### config.mk
export PLATFORM = sky130hd
export DESIGN_NAME = checksumTop
export DESIGN_NICKNAME = d
export VERILOG_FILES = /design/src/common/fletcherPkg.sv /design/src/hdl/byteAssembler.sv /design/src/fletcher/fletcherChecksum.sv /design/src/hdl/recordChecker.sv /design/src/hdl/checksumTop.sv
export SDC_FILE = /design/constraint.sdc
export NUM_CORES = 1
export LEC_CHECK = 0
export BUFFER_PORTS_ARGS = -buffer_cell sky130_fd_sc_hd__buf_2
export CAP_MARGIN = 20
export CORE_MARGIN = 2
export CORE_UTILIZATION = 52
export DETAILED_ROUTE_END_ITERATION = 16
export GPL_TIMING_DRIVEN = 0
export MAX_ROUTING_LAYER = met4
export PLACE_DENSITY = 0.73
export SYNTH_ARGS = -nofsm -noshare
export SYNTH_HDL_FRONTEND = slang
export SYNTH_SLANG_ARGS = --single-unit
### constraint.sdc
create_clock -name clk -period 5.31 [get_ports clk]
set_input_delay 0.7965 -clock clk [delete_from_list [all_inputs] [get_ports clk]]
set_output_delay 0.7965 -clock clk [all_outputs]
set_load 0.03 [all_outputs]
### src/common/fletcherPkg.sv
`default_nettype none

package fletcherPkg;

    // ------------------------------
    // Widths
    // ------------------------------
    localparam int ByteWidth = 8;
    localparam int WordWidth = 16;
    localparam int SumWidth  = 2 * WordWidth;

    // Each running sum is reduced modulo 2^16 - 1
    localparam logic [WordWidth-1:0] SumModulus = {WordWidth{1'b1}};

    // ------------------------------
    // Stream beats
    // ------------------------------

    // One input byte. Expected is only meaningful with last
    typedef struct packed {
        logic [ByteWidth-1:0] data;
        logic                 last;
        logic [SumWidth-1:0]  expected;
    } byteBeat_t;

    // One assembled word, first byte in the high half
    typedef struct packed {
        logic [WordWidth-1:0] word;
        logic                 last;
        logic [SumWidth-1:0]  expected;
    } wordBeat_t;

    // Folded checksum of a record, B high and A low
    typedef struct packed {
        logic [SumWidth-1:0] checksum;
        logic [SumWidth-1:0] expected;
    } sumResult_t;

    // Reported record
    typedef struct packed {
        logic [SumWidth-1:0] checksum;
        logic                match;
    } checkResult_t;

endpackage

`default_nettype wire

### src/hdl/byteAssembler.sv
`timescale 1ns/1ps
`default_nettype none

module byteAssembler (
    input  logic                  clk,
    input  logic                  rst,
    input  logic                  byteValid,
    input  fletcherPkg::byteBeat_t byteIn,
    output logic                  wordValid,
    output fletcherPkg::wordBeat_t word
);

    logic                                halfFull;  // High byte of a pair is waiting
    logic [fletcherPkg::ByteWidth-1:0]   highByte;

    // ------------------------------
    // Pairing control
    // ------------------------------
    always_ff @(posedge clk) begin
        if (rst) begin
            halfFull  <= 1'b0;
            wordValid <= 1'b0;
        end else begin
            wordValid <= 1'b0;
            if (byteValid) begin
                if (halfFull || byteIn.last) begin
                    wordValid <= 1'b1;  // Pair complete or record closed
                    halfFull  <= 1'b0;  // Next record starts aligned
                end else begin
                    halfFull  <= 1'b1;
                end
            end
        end
    end

    // ------------------------------
    // Payload
    // ------------------------------
    always_ff @(posedge clk) begin
        if (byteValid) begin
            if (halfFull) begin
                word.word <= {highByte, byteIn.data};
            end else begin
                // Odd last byte, low half padded with zero
                word.word <= {byteIn.data, {fletcherPkg::ByteWidth{1'b0}}};
            end
            word.last     <= byteIn.last;
            word.expected <= byteIn.expected;

            if (!halfFull) begin
                highByte <= byteIn.data;  // Held until the low byte shows up
            end
        end
    end

endmodule

`default_nettype wire

### src/fletcher/fletcherChecksum.sv
`timescale 1ns/1ps
`default_nettype none

module fletcherChecksum (
    input  logic                    clk,
    input  logic                    rst,
    input  logic                    wordValid,
    input  fletcherPkg::wordBeat_t  word,
    output logic                    sumValid,
    output fletcherPkg::sumResult_t sum
);

    // Add two reduced values and bring the result back into 0..65534
    function automatic logic [fletcherPkg::WordWidth-1:0] addReduce(
        input logic [fletcherPkg::WordWidth-1:0] a,
        input logic [fletcherPkg::WordWidth-1:0] b
    );
        logic [fletcherPkg::WordWidth:0] total;
        total = {1'b0, a} + {1'b0, b};
        if (total >= {1'b0, fletcherPkg::SumModulus}) begin
            total = total - {1'b0, fletcherPkg::SumModulus};
        end
        return total[fletcherPkg::WordWidth-1:0];
    endfunction

    logic [fletcherPkg::WordWidth-1:0] sumA;
    logic [fletcherPkg::WordWidth-1:0] sumB;
    logic [fletcherPkg::WordWidth-1:0] nextA;
    logic [fletcherPkg::WordWidth-1:0] nextB;

    logic                    finalValid;
    fletcherPkg::sumResult_t finalSum;  // First copy of a closed record

    // ------------------------------
    // Running sums
    // ------------------------------
    always_comb begin
        nextA = addReduce(sumA, word.word);
        nextB = addReduce(sumB, nextA);  // B takes the updated A
    end

    always_ff @(posedge clk) begin
        if (rst) begin
            sumA <= '0;
            sumB <= '0;
        end else if (wordValid) begin
            if (word.last) begin
                sumA <= '0;  // Ready for the next record right away
                sumB <= '0;
            end else begin
                sumA <= nextA;
                sumB <= nextB;
            end
        end
    end

    // ------------------------------
    // Fold and output
    // ------------------------------
    always_ff @(posedge clk) begin
        if (rst) begin
            finalValid <= 1'b0;
            sumValid   <= 1'b0;
        end else begin
            finalValid <= wordValid && word.last;
            sumValid   <= finalValid;
        end
    end

    always_ff @(posedge clk) begin
        if (wordValid && word.last) begin
            finalSum.checksum <= {nextB, nextA};
            finalSum.expected <= word.expected;
        end
        if (finalValid) begin
            // Separate copy so a short next record cannot overwrite it
            sum <= finalSum;
        end
    end

endmodule

`default_nettype wire

### src/hdl/recordChecker.sv
`timescale 1ns/1ps
`default_nettype none

module recordChecker (
    input  logic                      clk,
    input  logic                      rst,
    input  logic                      sumValid,
    input  fletcherPkg::sumResult_t   sum,
    output logic                      done,
    output fletcherPkg::checkResult_t result
);

    logic checksumMatch;

    // ------------------------------
    // Compare
    // ------------------------------
    always_comb begin
        checksumMatch = (sum.checksum == sum.expected);
    end

    // ------------------------------
    // Report
    // ------------------------------
    always_ff @(posedge clk) begin
        if (rst) begin
            done   <= 1'b0;
            result <= '0;
        end else begin
            done <= sumValid;  // One pulse per record
            if (sumValid) begin
                result.checksum <= sum.checksum;
                result.match    <= checksumMatch;
            end
        end
    end

endmodule

`default_nettype wire

### src/hdl/checksumTop.sv
`timescale 1ns/1ps
`default_nettype none

module checksumTop (
    input  logic                      clk,
    input  logic                      rst,
    input  logic                      byteValid,
    input  fletcherPkg::byteBeat_t    byteIn,
    output logic                      done,
    output fletcherPkg::checkResult_t result
);

    logic                    wordValid;
    fletcherPkg::wordBeat_t  word;
    logic                    sumValid;
    fletcherPkg::sumResult_t sum;

    // ------------------------------
    // Bytes to words
    // ------------------------------
    byteAssembler byteAssembler_i (
        .clk       (clk),
        .rst       (rst),
        .byteValid (byteValid),
        .byteIn    (byteIn),
        .wordValid (wordValid),
        .word      (word)
    );

    // ------------------------------
    // Fletcher-32 sums
    // ------------------------------
    fletcherChecksum fletcherChecksum_i (
        .clk       (clk),
        .rst       (rst),
        .wordValid (wordValid),
        .word      (word),
        .sumValid  (sumValid),
        .sum       (sum)
    );

    // ------------------------------
    // Compare and report
    // ------------------------------
    recordChecker recordChecker_i (
        .clk      (clk),
        .rst      (rst),
        .sumValid (sumValid),
        .sum      (sum),
        .done     (done),
        .result   (result)
    );

endmodule

`default_nettype wire

==> results_dict.tcl <==
set metrics [dict create \
    status "finished with violations" \
    violations "setup timing" \
    critPathBufInv 3 \
    slew_headroom_pct 35.4 \
    cts_tree "built" \
    die_w_um 153 \
    power_switching_uw 1200 \
    wl_per_cell_um 20.5 \
    worstPathRequired_ps 5740 \
    wl_met2_um 13400 \
    pwr-share-clk_pct 38.5 \
    synthCells 902 \
    worstMarginPinSlew_ps 968 \
    crit_top_cell "o31ai_4" \
    io_pins 78 \
    grt_usage_pct 24.1 \
    dr.pass1.iters 6 \
    worstSetupStartpointType "flop" \
    min_period_ps 5790 \
    comb_power_share_pct 14.8 \
    yosysSeqAreaShare_pct 60.4 \
    path_clk_slew_ps 60 \
    cts_root_buf "clkbuf_16" \
    route.antenna.remaining_nets 0 \
    worst_path_max_delay_cell "o31ai_4" \
    num_vias 8123 \
    drv_cap 0 \
    overflow 0 \
    setup_ws_ps -478 \
    total_power_uw 4830 \
    design.die.area_um2 23400 \
    cts_hold_buf 0 \
    ys.flop_type "edfxtp_1" \
    fin_crit_sh_pct 109 \
    cts-buffers-inserted 26 \
    hp-class "flop to flop" \
    antennaDiodeCount 0 \
    cp_max_fo 8 \
    vias_per_cell 5.95 \
    top_layer "met4" \
    crit_family "compound AO/OA/AOI/OAI gates" \
    nFillCells 1512 \
    power_switching_share_pct 24.9 \
    start_util_pct 53.0 \
    slew_violations 0 \
    layout.nets 1147 \
    synth_edf_count 185 \
    gp_congestion 0.917 \
    avgSynthCellArea_um2 12.8 \
    path_cells "ha_2, inv_2, fa_2, nor2b_4, o31a_4, a21o_4, or3_4, a211o_1, o31a_1, buf_6, a211o_4, ha_4, a21oi_2, o211ai_1, o31ai_4, buf_4, o21ai_4, xor2_2, nand3_2, o31ai_4, mux2_4, a22o_1" \
    synth_fp_nets 983 \
    critPathArrivalTime_ps 6220 \
    io_buffers 76 \
    drive_above_1_share_pct 30.5 \
    area_growth_pct 25.8 \
    grt_pass1_wl_um 43400 \
    drt_iter0_markers 864 \
    multiInputGateArea_um2 5180 \
    setup_tns_ps -10760 \
    antenna_found_initial 0 \
    final_cell_mix "185 x edfxtp_1, 79 x buf_2, 68 x dfxtp_1" \
    critPathKind "flop to flop" \
    synth-seq-cells 255 \
    grt_setup_unrepaired "yes" \
    synthArstFlopShare_pct 0 \
    cts.path.max_buffers 3 \
    power.density_nw_per_um2 333 \
    die_y_um 153 \
    drc 0 \
    max_freq_ghz 0.173 \
    dpl.hpwl_um 18200 \
    met1_length_um 11500 \
    wirelength_um 28000 \
    grt_max_degree 66 \
    hold_viol_final 0 \
    clk_latency_ps 550 \
    wl_met3_um 1870 \
    endpoint_kind "flop" \
    coreArea_um2 21800 \
    ir_drop_v 0.000243 \
    ff_latch_area_um2 6960 \
    syn_area_um2 11500 \
    clkSinkCount 255 \
    h-tree-depth 1 \
    skew_ps 13.9 \
    power_frac_seq_pct 46.7 \
    p_int_uw 3630 \
    final_common_cell "edfxtp_1" \
    synth_cell_types 84 \
    finalSetupViolCount 32 \
    std_cell_rows 54 \
    slowest_delay_ps 430 \
    synth_warnings 0 \
    grt_pass1_vias 7930 \
    p_leak_uw 0.00525 \
]
## cell type report
cell class	instances	share of cell area, %
inverter	14	0.362
timing repair buffer	138	6.13
tap	280	2.42
clock inverter	17	1.35
sequential	255	48.0
clock buffer	31	4.69
multi-input combinational	599	35.7
buffer	32	1.29
## final timing paths
| path | start | endpoint | slack [ps] | depth (start not counted) |
|---|---|---|---|---|
| min reg2reg | fletcherChecksum_i.finalSum[21]$_DFFE_PP_ | fletcherChecksum_i.sum[21]$_DFFE_PP_ | 410 | 0 |
| max | byteAssembler_i.word[33]$_SDFFCE_PN0P_ | fletcherChecksum_i.sumB[1]$_SDFFE_PP0P_ | -480 | 22 |
| min | fletcherChecksum_i.finalSum[21]$_DFFE_PP_ | fletcherChecksum_i.sum[21]$_DFFE_PP_ | 410 | 0 |
| max reg2reg | byteAssembler_i.word[33]$_SDFFCE_PN0P_ | fletcherChecksum_i.sumB[1]$_SDFFE_PP0P_ | -480 | 22 |
## power groups by stage
| stage | combinational (uW) | clock (uW) | sequential [uW] |
|---|---|---|---|
| floorplan | 390 | 0 | 2290 |
| global placement | 523 | 0 | 2290 |
| detailed placement | 533 | 0 | 2290 |
| CTS | 664 | 1890 | 2250 |
| global route | 764 | 1970 | 2260 |
| finish | 715 | 1860 | 2250 |
## metrics by stage
stage / util, % / hold slack [ps] / cells / instance area (um2) / setup slack (ps)
2_1_floorplan: - / 400 / 902 / 11800 / -61.5
3_3_place_gp: 57.8 / 401 / 1258 / 12600 / -1040
3_5_place_dp: 57.9 / 405 / 1259 / 12600 / -1110
4_1_cts: 65.7 / 406 / 1360 / 14300 / -280
5_1_grt: 66.6 / 410 / 1366 / 14500 / -685
6_report: 66.6 / 414 / 1366 / 14500 / -478
## cells in the mapped netlist (all sizes together) (6+ instances only)
cell type | instances | area share [%]
a211o | 7 | 0.53
a211oi | 7 | 0.50
a21o | 9 | 0.59
a21oi | 28 | 1.2
a22o | 14 | 1.1
and2 | 12 | 0.67
and3 | 8 | 0.43
buf | 9 | 0.47
clkbuf | 25 | 0.83
dfxtp | 70 | 12
edfxtp | 185 | 48
ha | 35 | 3.8
inv | 14 | 0.46
mux2 | 12 | 1.2
mux2i | 34 | 3.0
nand2 | 44 | 1.5
nand3 | 31 | 1.5
nand4 | 19 | 1.1
nor2 | 68 | 2.2
nor2b | 9 | 0.49
nor3 | 27 | 1.3
nor4 | 15 | 0.94
o211ai | 7 | 0.50
o21a | 14 | 0.91
o21ai | 29 | 1.4
o21bai | 6 | 0.39
o31ai | 12 | 0.87
or2 | 7 | 0.38
or3 | 10 | 0.59
xnor2 | 52 | 4.0
xor2 | 20 | 1.5
## flip-flops by register name (all words and copies together), names as in the netlist
register	cells
fletcherChecksum_i.sumA	16
fletcherChecksum_i.sumValid	1
fletcherChecksum_i.finalSum	64
byteAssembler_i.wordValid	1
byteAssembler_i.halfFull	1
recordChecker_i.result	33
byteAssembler_i.highByte	8
fletcherChecksum_i.finalValid	1
fletcherChecksum_i.sumB	16
byteAssembler_i.word	49
fletcherChecksum_i.sum	64
recordChecker_i.done	1
## cell families (layout without fill, tap and decap cells)
logic type	Yosys count	count (layout)	synth area share, %
AND/OR/NAND/NOR	265	265	12.2
flip-flops	255	255	60.4
AO/OA/AOI/OAI	179	179	11.9
XOR/XNOR	72	72	5.54
buffers and inverters	48	232	1.75
multiplexers	46	46	4.13
adder cells (fa/ha/maj)	37	37	4.15
## metal layers
layer / vias to the layer above / track usage [%]
met3: 85 / 3.86
met2: 309 / 38.9
met5: - / -
li1: 3759 / -
met4: 0 / 8.55
met1: 3970 / 31.2
## repair_timing
item	in CTS	in global routing
resized for setup	83	32
endpoints found under the setup margin	32	32
pin swaps	52	31
endpoints found under the hold margin	0	0
setup buffers	55	10
Note: power is estimated with default switching activity, not from simulation.
